**src/design/ledger_defines.svh**
```systemverilog
// Ledger widths, account count and LFSR constants, included by the package and the RTL
`ifndef LEDGER_DEFINES_SVH
`define LEDGER_DEFINES_SVH

`define LEDGER_ACCOUNTS 6 // Accounts in the ledger word
`define LEDGER_BAL_W 8 // One balance or amount
`define LEDGER_KEY_W 8 // One account key
`define LEDGER_HASH_W 16 // Running chain hash

// LFSR start state
`define LEDGER_LFSR_SEED 8'h5A

// Taps 8, 6, 5, 4 as a bit mask over the state
`define LEDGER_LFSR_TAPS 8'hB8

`endif

```
**src/design/ledger_pkg.sv**
```systemverilog
// Shared ledger types and controller state encodings, imported by every RTL block
`default_nettype none

`include "ledger_defines.svh"

package ledger_pkg;

	typedef logic [`LEDGER_BAL_W-1:0] amount_t;
	typedef logic [`LEDGER_KEY_W-1:0] key_t;
	typedef logic [`LEDGER_HASH_W-1:0] hash_t;
	typedef logic [2:0] acct_idx_t;

	// Account 5 sits in the top byte, account 0 in the bottom byte
	typedef struct packed {
		amount_t [`LEDGER_ACCOUNTS-1:0] bal;
	} ledger_t;

	typedef struct packed {
		key_t [`LEDGER_ACCOUNTS-1:0] key;
	} key_table_t;

	// Steps of one withdrawal
	typedef enum logic [2:0] {
		STEP_IDLE,
		STEP_VERIFY,
		STEP_HASH,
		STEP_STORE_HASH,
		STEP_STORE_MEM
	} step_t;

	typedef enum logic [2:0] {
		S_GEN_TABLE,
		S_INIT_MEM,
		S_WAIT_AMOUNT,
		S_WAIT_KEY,
		S_WAIT_START,
		S_TRANSACT
	} main_state_t;

endpackage

`default_nettype wire

```
**src/design/account_ram.sv**
```systemverilog
// Ledger storage, holds the six balances and the chain hash behind two write ports
`timescale 1ns/1ps
`default_nettype none

module account_ram (
	input wire logic clock,
	input wire logic rst,
	input wire logic bal_wren,
	input wire ledger_pkg::ledger_t bal_in,
	input wire logic hash_wren,
	input wire ledger_pkg::hash_t hash_in,
	output ledger_pkg::ledger_t ledger,
	output ledger_pkg::hash_t chain_hash
);

	always_ff @(posedge clock)
	begin
		if (rst)
		begin
			ledger <= '0;
			chain_hash <= '0; // Chain starts from zero
		end
		else
		begin
			if (bal_wren)
				ledger <= bal_in;
			if (hash_wren)
				chain_hash <= hash_in;
		end
	end

	// Memory control never issues both writes in the same step
	a_single_write: assert property (@(posedge clock) disable iff (rst)
		!(bal_wren && hash_wren))
		else $error("balance and hash written in the same cycle");

endmodule

`default_nettype wire

```
**src/design/key_table_lfsr.sv**
```systemverilog
// Account key generator, steps an LFSR six times after a table_gen pulse and holds table_done
`timescale 1ns/1ps
`default_nettype none

`include "ledger_defines.svh"

module key_table_lfsr (
	input wire logic clock,
	input wire logic rst,
	input wire logic table_gen,
	output ledger_pkg::key_table_t key_table,
	output logic table_done
);
	import ledger_pkg::*;

	key_t lfsr;
	key_t lfsr_next;
	acct_idx_t count; // Slot that the next state goes into
	logic busy;
	logic shift_en;

	// Fibonacci step, feedback enters at bit 0
	assign lfsr_next = {lfsr[`LEDGER_KEY_W-2:0], ^(lfsr & `LEDGER_LFSR_TAPS)};
	assign shift_en = (table_gen || busy) && !table_done;

	always_ff @(posedge clock)
	begin
		if (rst)
		begin
			lfsr <= `LEDGER_LFSR_SEED;
			count <= '0;
			busy <= 1'b0;
			table_done <= 1'b0;
		end
		else if (shift_en)
		begin
			lfsr <= lfsr_next;
			if (count == acct_idx_t'(`LEDGER_ACCOUNTS - 1))
			begin
				busy <= 1'b0;
				table_done <= 1'b1; // Held until reset
			end
			else
			begin
				busy <= 1'b1;
				count <= count + 3'd1;
			end
		end
	end

	always_ff @(posedge clock)
	begin
		if (shift_en)
			key_table.key[count] <= lfsr_next; // Account 0 first
	end

endmodule

`default_nettype wire

```
**src/design/ledger_top.sv**
```systemverilog
// Ledger top level, wires the key generator, RAM, controllers and datapath together
`timescale 1ns/1ps
`default_nettype none

module ledger_top (
	input wire logic clock,
	input wire logic rst,
	input wire ledger_pkg::amount_t sw,
	input wire logic load,
	input wire logic start,
	output ledger_pkg::ledger_t ledger,
	output ledger_pkg::hash_t chain_hash,
	output logic ready,
	output logic done,
	output logic rejected
);
	import ledger_pkg::*;

	logic table_gen;
	logic table_done;
	logic init_mem;
	logic init_done;
	logic load_amount;
	logic load_key;
	logic start_trans;
	logic trans_done;
	logic verify_done;
	logic hash_done;
	logic store_done;
	logic bal_wren;
	logic hash_wren;
	step_t step;
	key_table_t key_table;
	ledger_t new_ledger;
	ledger_t bal_in;
	hash_t new_hash;
	hash_t hash_in;

	key_table_lfsr u_lfsr (.clock(clock), .rst(rst), .table_gen(table_gen),
		.key_table(key_table), .table_done(table_done));

	account_ram u_ram (.clock(clock), .rst(rst), .bal_wren(bal_wren), .bal_in(bal_in),
		.hash_wren(hash_wren), .hash_in(hash_in), .ledger(ledger), .chain_hash(chain_hash));

	main_control u_main_ctrl (.clock(clock), .rst(rst), .load(load), .start(start),
		.table_done(table_done), .init_done(init_done), .trans_done(trans_done),
		.table_gen(table_gen), .init_mem(init_mem), .load_amount(load_amount),
		.load_key(load_key), .start_trans(start_trans), .ready(ready), .done(done));

	transaction_control u_trans_ctrl (.clock(clock), .rst(rst), .start_trans(start_trans),
		.verify_done(verify_done), .hash_done(hash_done), .store_done(store_done),
		.step(step), .trans_done(trans_done));

	// Reject flag doubles as the top level status
	verify_datapath u_datapath (.clock(clock), .rst(rst), .sw(sw),
		.load_amount(load_amount), .load_key(load_key), .step(step), .key_table(key_table),
		.ledger(ledger), .chain_hash(chain_hash), .verify_done(verify_done),
		.hash_done(hash_done), .reject(rejected), .new_ledger(new_ledger),
		.new_hash(new_hash));

	memory_control u_mem_ctrl (.clock(clock), .rst(rst), .init_mem(init_mem),
		.key_table(key_table), .step(step), .reject(rejected), .new_ledger(new_ledger),
		.new_hash(new_hash), .bal_wren(bal_wren), .bal_in(bal_in), .hash_wren(hash_wren),
		.hash_in(hash_in), .init_done(init_done), .store_done(store_done));

endmodule

`default_nettype wire

```
**src/design/main_control.sv**
```systemverilog
// Top sequencer, builds the key table and memory once, then gates operand loads and starts
`timescale 1ns/1ps
`default_nettype none

module main_control (
	input wire logic clock,
	input wire logic rst,
	input wire logic load,
	input wire logic start,
	input wire logic table_done,
	input wire logic init_done,
	input wire logic trans_done,
	output logic table_gen,
	output logic init_mem,
	output logic load_amount,
	output logic load_key,
	output logic start_trans,
	output logic ready,
	output logic done
);
	import ledger_pkg::*;

	main_state_t state;
	logic req_sent; // Request for the current setup phase already issued

	assign table_gen = (state == S_GEN_TABLE) && !req_sent;
	assign init_mem = (state == S_INIT_MEM) && !req_sent;

	// The load strobe means amount or key depending on the wait state
	assign load_amount = (state == S_WAIT_AMOUNT) && load;
	assign load_key = (state == S_WAIT_KEY) && load;
	assign start_trans = (state == S_WAIT_START) && start;

	assign ready = (state == S_WAIT_AMOUNT) || (state == S_WAIT_KEY)
		|| (state == S_WAIT_START);

	always_ff @(posedge clock)
	begin
		if (rst)
		begin
			state <= S_GEN_TABLE;
			req_sent <= 1'b0;
			done <= 1'b0;
		end
		else
		begin
			done <= 1'b0;
			case (state)
				S_GEN_TABLE:
				begin
					req_sent <= !table_done;
					if (table_done)
						state <= S_INIT_MEM;
				end
				S_INIT_MEM:
				begin
					req_sent <= !init_done;
					if (init_done)
						state <= S_WAIT_AMOUNT;
				end
				S_WAIT_AMOUNT:
					if (load)
						state <= S_WAIT_KEY;
				S_WAIT_KEY:
					if (load)
						state <= S_WAIT_START;
				S_WAIT_START:
					if (start)
						state <= S_TRANSACT; // Early starts were dropped before here
				S_TRANSACT:
					if (trans_done)
					begin
						state <= S_WAIT_AMOUNT;
						done <= 1'b1;
					end
				default:
					state <= S_GEN_TABLE;
			endcase
		end
	end

	// Transaction control only finishes a transaction that this sequencer started
	a_done_in_transact: assert property (@(posedge clock) disable iff (rst)
		trans_done |-> state == S_TRANSACT)
		else $error("trans_done outside S_TRANSACT");

endmodule

`default_nettype wire

```
**src/design/memory_control.sv**
```systemverilog
// Ledger write control, loads the starting balances and stores accepted hash and balance results
`timescale 1ns/1ps
`default_nettype none

`include "ledger_defines.svh"

module memory_control (
	input wire logic clock,
	input wire logic rst,
	input wire logic init_mem,
	input wire ledger_pkg::key_table_t key_table,
	input wire ledger_pkg::step_t step,
	input wire logic reject,
	input wire ledger_pkg::ledger_t new_ledger,
	input wire ledger_pkg::hash_t new_hash,
	output logic bal_wren,
	output ledger_pkg::ledger_t bal_in,
	output logic hash_wren,
	output ledger_pkg::hash_t hash_in,
	output logic init_done,
	output logic store_done
);
	import ledger_pkg::*;

	ledger_t start_ledger;

	// Each account opens with its own key as balance
	always_comb
	begin
		for (int i = 0; i < `LEDGER_ACCOUNTS; i++)
			start_ledger.bal[i] = amount_t'(key_table.key[i]);
	end

	// Rejected transactions still step through the stores but write nothing
	assign hash_wren = (step == STEP_STORE_HASH) && !reject;
	assign hash_in = new_hash;

	assign bal_wren = init_mem || ((step == STEP_STORE_MEM) && !reject);
	assign bal_in = init_mem ? start_ledger : new_ledger;

	assign store_done = (step == STEP_STORE_HASH) || (step == STEP_STORE_MEM);

	always_ff @(posedge clock)
	begin
		if (rst)
			init_done <= 1'b0;
		else
			init_done <= init_mem; // One cycle after the init write
	end

endmodule

`default_nettype wire

```
**src/design/transaction_control.sv**
```systemverilog
// Withdrawal step sequencer, advances verify, hash and the two stores on their done signals
`timescale 1ns/1ps
`default_nettype none

module transaction_control (
	input wire logic clock,
	input wire logic rst,
	input wire logic start_trans,
	input wire logic verify_done,
	input wire logic hash_done,
	input wire logic store_done,
	output ledger_pkg::step_t step,
	output logic trans_done
);
	import ledger_pkg::*;

	logic done_step;

	// Done of whichever block owns the current step
	always_comb
	begin
		case (step)
			STEP_VERIFY: done_step = verify_done;
			STEP_HASH: done_step = hash_done;
			STEP_STORE_HASH, STEP_STORE_MEM: done_step = store_done;
			default: done_step = 1'b0;
		endcase
	end

	always_ff @(posedge clock)
	begin
		if (rst)
		begin
			step <= STEP_IDLE;
			trans_done <= 1'b0;
		end
		else
		begin
			trans_done <= 1'b0;
			case (step)
				STEP_IDLE:
					if (start_trans)
						step <= STEP_VERIFY;
				STEP_VERIFY:
					if (done_step)
						step <= STEP_HASH;
				STEP_HASH:
					if (done_step)
						step <= STEP_STORE_HASH;
				STEP_STORE_HASH:
					if (done_step)
						step <= STEP_STORE_MEM;
				STEP_STORE_MEM:
					if (done_step)
					begin
						step <= STEP_IDLE;
						trans_done <= 1'b1;
					end
				default:
					step <= STEP_IDLE;
			endcase
		end
	end

	// Main control must not fire a start while a transaction is still stepping
	a_start_idle: assert property (@(posedge clock) disable iff (rst)
		start_trans |-> step == STEP_IDLE)
		else $error("start_trans outside STEP_IDLE");

endmodule

`default_nettype wire

```
**src/design/verify_datapath.sv**
```systemverilog
// Withdrawal datapath, holds the operands, checks key and funds, builds the new ledger and hash
`timescale 1ns/1ps
`default_nettype none

`include "ledger_defines.svh"

module verify_datapath (
	input wire logic clock,
	input wire logic rst,
	input wire ledger_pkg::amount_t sw,
	input wire logic load_amount,
	input wire logic load_key,
	input wire ledger_pkg::step_t step,
	input wire ledger_pkg::key_table_t key_table,
	input wire ledger_pkg::ledger_t ledger,
	input wire ledger_pkg::hash_t chain_hash,
	output logic verify_done,
	output logic hash_done,
	output logic reject,
	output ledger_pkg::ledger_t new_ledger,
	output ledger_pkg::hash_t new_hash
);
	import ledger_pkg::*;

	amount_t amount_reg;
	key_t key_reg;
	acct_idx_t match_idx;
	acct_idx_t idx_reg; // Account found in the verify step
	logic match;
	logic funds_ok;
	ledger_t debit_ledger;
	hash_t rot_hash;

	always_ff @(posedge clock)
	begin
		if (load_amount)
			amount_reg <= sw;
		if (load_key)
			key_reg <= key_t'(sw);
	end

	// Walk down so the lowest matching account wins
	always_comb
	begin
		match = 1'b0;
		match_idx = '0;
		for (int i = `LEDGER_ACCOUNTS - 1; i >= 0; i--)
		begin
			if (key_table.key[i] == key_reg)
			begin
				match = 1'b1;
				match_idx = acct_idx_t'(i);
			end
		end
	end

	assign funds_ok = ledger.bal[match_idx] >= amount_reg;

	always_comb
	begin
		debit_ledger = ledger;
		debit_ledger.bal[idx_reg] = ledger.bal[idx_reg] - amount_reg;
	end

	assign rot_hash = {chain_hash[`LEDGER_HASH_W-2:0], chain_hash[`LEDGER_HASH_W-1]};

	// Each step finishes in the cycle it is entered
	assign verify_done = (step == STEP_VERIFY);
	assign hash_done = (step == STEP_HASH);

	always_ff @(posedge clock)
	begin
		if (rst)
			reject <= 1'b0;
		else if (step == STEP_VERIFY)
			reject <= !match || !funds_ok; // Held until the next verify
	end

	always_ff @(posedge clock)
	begin
		if (step == STEP_VERIFY)
			idx_reg <= match_idx;
		if (step == STEP_HASH)
		begin
			new_ledger <= debit_ledger;
			new_hash <= rot_hash ^ {key_reg, amount_reg}; // Key high, amount low
		end
	end

endmodule

`default_nettype wire

```
**config.mk**
```make
export PLATFORM = sky130hd
export DESIGN_NAME = ledger_top
export DESIGN_NICKNAME = d
export VERILOG_FILES = /design/src/design/ledger_pkg.sv /design/src/design/account_ram.sv /design/src/design/key_table_lfsr.sv /design/src/design/ledger_top.sv /design/src/design/main_control.sv /design/src/design/memory_control.sv /design/src/design/transaction_control.sv /design/src/design/verify_datapath.sv
export VERILOG_INCLUDE_DIRS = /design/src /design/src/design
export SDC_FILE = /design/constraint.sdc
export NUM_CORES = 1
export LEC_CHECK = 0
export BUFFER_PORTS_ARGS = -buffer_cell sky130_fd_sc_hd__buf_4
export CAP_MARGIN = 20
export CORE_MARGIN = 4
export CORE_UTILIZATION = 49
export CTS_CLUSTER_DIAMETER = 50
export DETAILED_ROUTE_END_ITERATION = 8
export GPL_ROUTABILITY_DRIVEN = 0
export GPL_TIMING_DRIVEN = 0
export PLACE_DENSITY = 0.67
export SLEW_MARGIN = 40
export SYNTH_ARGS = -nofsm -noshare
export SYNTH_HDL_FRONTEND = slang
export SYNTH_HIERARCHICAL = 1
export SYNTH_SLANG_ARGS = --single-unit
```
**constraint.sdc**
```tcl
create_clock -name clock -period 8.2 [get_ports clock]
set_clock_uncertainty 0.05 [all_clocks]
set_input_delay 0.41 -clock clock [delete_from_list [all_inputs] [get_ports clock]]
set_output_delay 0.41 -clock clock [all_outputs]
set_load 0.01 [all_outputs]
```
==> flow_summary.json <==
{
  "grtUsageMet1_pct": 33.14,
  "final_core_util_pct": 59.40,
  "ys_ff_latch": 219,
  "finalHoldViolations": 0,
  "dieArea_sq_um": 24860,
  "crit_cells": 16,
  "pin_count": 79,
  "synth.top_cell.area_share_pct": 35.84,
  "h-tree-depth": 1,
  "drt_iter0_markers": 704,
  "worst_slew_pin_slew_ns": 0.9721,
  "slew_violations": 0,
  "synth_cells": 909,
  "via_count": 7503,
  "clock_path_buffers": 3,
  "worstPathCellList": "clkbuf_1 > nor2b_1 > nor2b_1 > clkbuf_1 > a22oi_1 > nand2_1 > a221oi_1 > ha_1 > fa_1 > nor2b_1 > o21ai_0 > nand2b_1 > a21o_1 > a21oi_1 > xor2_1 > o21ai_0",
  "min_path_type": "primary input to flop",
  "grt_max_degree": 17,
  "timing.fmax_mhz": 223.2,
  "synth_area_leaders": "edfxtp_1, dfxtp_1, mux2i_1",
  "worstPathRequired_ns": 8.38,
  "crit_path_start_kind": "flop",
  "die_h_um": 157.7,
  "numClockSinks": 219,
  "timing.critical_path.max_delay_family": "simple AND/OR/NAND/NOR gates",
  "critPathKind": "flop to flop",
  "avgSynthCellArea_sq_um": 12.08,
  "slew_headroom_pct": 34.97,
  "first_pass_iters": 7,
  "tns_ns": 0,
  "synth-main-ff-cell": "edfxtp_1",
  "finalCritPeriodShare_pct": 54.63,
  "yosysSeqAreaShare_pct": 51.89,
  "whs_path_depth": 3,
  "root_buffer": "clkbuf_16",
  "holdWs_ns": 0.09585,
  "wire_per_inst_um": 21.57,
  "clkLatencyLatePin_ns": 0.53,
  "cts_setup_buffers": 0,
  "synthArstFlopShare_pct": 0,
  "grt_pass1_vias": 7071,
  "reg2reg_depth": 16,
  "core_area_sq_um": 21960,
  "syn_nets": 939,
  "yosysWarnings": 6,
  "multiInputGateArea_sq_um": 4703,
  "path_common_cell": "nor2b_1",
  "antennaDiodeCount": 0,
  "synth_edf_count": 131,
  "cp_slowest_cell": "xor2_1",
  "io_buffer_count": 78,
  "avgViaCountPerCell": 5.599,
  "overflow": 0,
  "start_util_pct": 49.99,
  "worst-path-buf-inv": 2,
  "period_needed_ns": 4.480,
  "tritoncts": "done",
  "cap_violations": 0,
  "leakagePower_nw": 4.939,
  "crit_arrival_ns": 4.66,
  "yosysTopAreaCell": "edfxtp_1",
  "antenna_left": 0,
  "grt_pass1_wl_mm": 43.13,
  "antenna_found_initial": 0,
  "cts_buffers": 29,
  "n_fill_cell": 1780,
  "endpoint_kind": "flop",
  "area_growth_pct": 18.83,
  "use_met3_pct": 3.335,
  "synth_cell_type_count": 64,
  "p_per_area_nw_per_um2": 192.7,
  "rsz0062_at_grt": "no",
  "status": "completed",
  "final_area_sq_um": 13040,
  "slowest_delay_ns": 0.72,
  "drive_above_1_share_pct": 25.66,
  "met2_usage_pct": 35.47,
  "dpl-instance-area_sq_um": 12050,
  "regArea_sq_um": 5695,
  "synth_area_sq_um": 10980,
  "peakVddDrop_v": 0.0001168,
  "die_w_um": 157.7,
  "nNetsFinal": 1068,
  "path_clk_slew_ns": 0.06,
  "setup_viol": 0,
  "grt_use_total_pct": 23.00,
  "wirelength_mm": 28.90,
  "crit_path_max_fanout": 10,
  "drcViolationCount": 0,
  "fp-row-count": 54,
  "hpwlAfterDp_mm": 21.24,
  "top_usage_layer": "met2"
}
-- metal layers --
layer  routed length [um]  part of all wire (%)
met5                    0                     0
met4                 1039                   3.6
met3                 2010                   7.0
met2                12950                    45
met1                12910                    45
-- power breakdown --
part,switching (W),internal (W)
logic,0.0000568,0.0000429
clock network,0.000485,0.000686
registers,0.0000420,0.00120
-- final cells by class --
class | count | share of cell area [%]
Timing Repair Buffer | 98 | 5.707
Clock inverter | 15 | 0.8825
Clock buffer | 38 | 6.053
Buffer | 71 | 4.489
Tap cell | 280 | 2.686
Sequential cell | 219 | 43.66
Inverter | 16 | 0.4604
Multi-Input combinational cell | 603 | 36.06
-- through the flow --
step | total power (W) | std cells | worst slack, ns
floorplan | 0.001308 | 909 | 1.813
CTS | 0.002532 | 1339 | 3.855
global placement | 0.001355 | 1267 | -1.142
global route | 0.002599 | 1340 | 3.586
finish | 0.002513 | 1340 | 3.720
detailed placement | 0.001361 | 1279 | 3.950
-- path summary, 6_finish.rpt --
kind | start | to | slack [ns]
setup / recovery | u_datapath/idx_reg[1] | u_datapath/new_ledger[30] | 3.72
hold / removal | start | u_main_ctrl/state[0] | 0.1
setup reg to reg | u_datapath/idx_reg[1] | u_datapath/new_ledger[30] | 3.72
hold reg to reg | u_lfsr/lfsr[7] | u_lfsr/lfsr[7] | 0.42
-- tightest hold or removal path, stage by stage --
cell	delay [ns]
buf_4	0.08
mux2i_1	0.06
o32ai_2	0.08
-- cell usage in the layout (no fill, tap or decap), types with 26 or more instances in the layout --
cell and instances:
buf_4 108, clkbuf_1 26, clkbuf_16 29, dfxtp_1 88
edfxtp_1 131, mux2_4 48, mux2i_1 100, nand2_1 80
nor2_1 78, o21ai_0 55, xnor2_1 28, xor2_1 44
-- timing repair --
item | 4_1_cts | 5_1_grt
hold buffers | 7 | 1
resized for setup | 0 | 0
endpoints found under the hold margin | 13 | 1
-- synth_stat cells, types with 3 or more instances --
cell type  count
a21o_1         3
a21oi_1       20
a22oi_1       21
and2_1         3
and3b_1        3
buf_12         8
buf_2          7
buf_4         25
buf_6         10
clkbuf_1      20
dfxtp_1       88
edfxtp_1     131
ha_1          17
inv_1         16
mux2_2        10
mux2_4        48
mux2i_1      100
nand2_1       80
nand2b_1       4
nand3_1        6
nand3b_1       8
nand4_1        6
nor2_1        78
nor2b_1        5
nor3_1         9
nor3b_1        3
nor4_1         5
nor4_2         5
o21ai_0       55
xnor2_1       30
xor2_1        44
-- logic make-up after synthesis --
family                     share of synthesized area (%)
AOI/OAI and AO/OA                                  6.873
and+or+nand+nor                                    10.42
buffers and inverters                              5.882
xor gates and xnor gates                           5.904
adders and majority gates                          2.120
DFF                                                51.89
muxes                                              16.92
No activity file was read; power rests on OpenSTA's default activity.
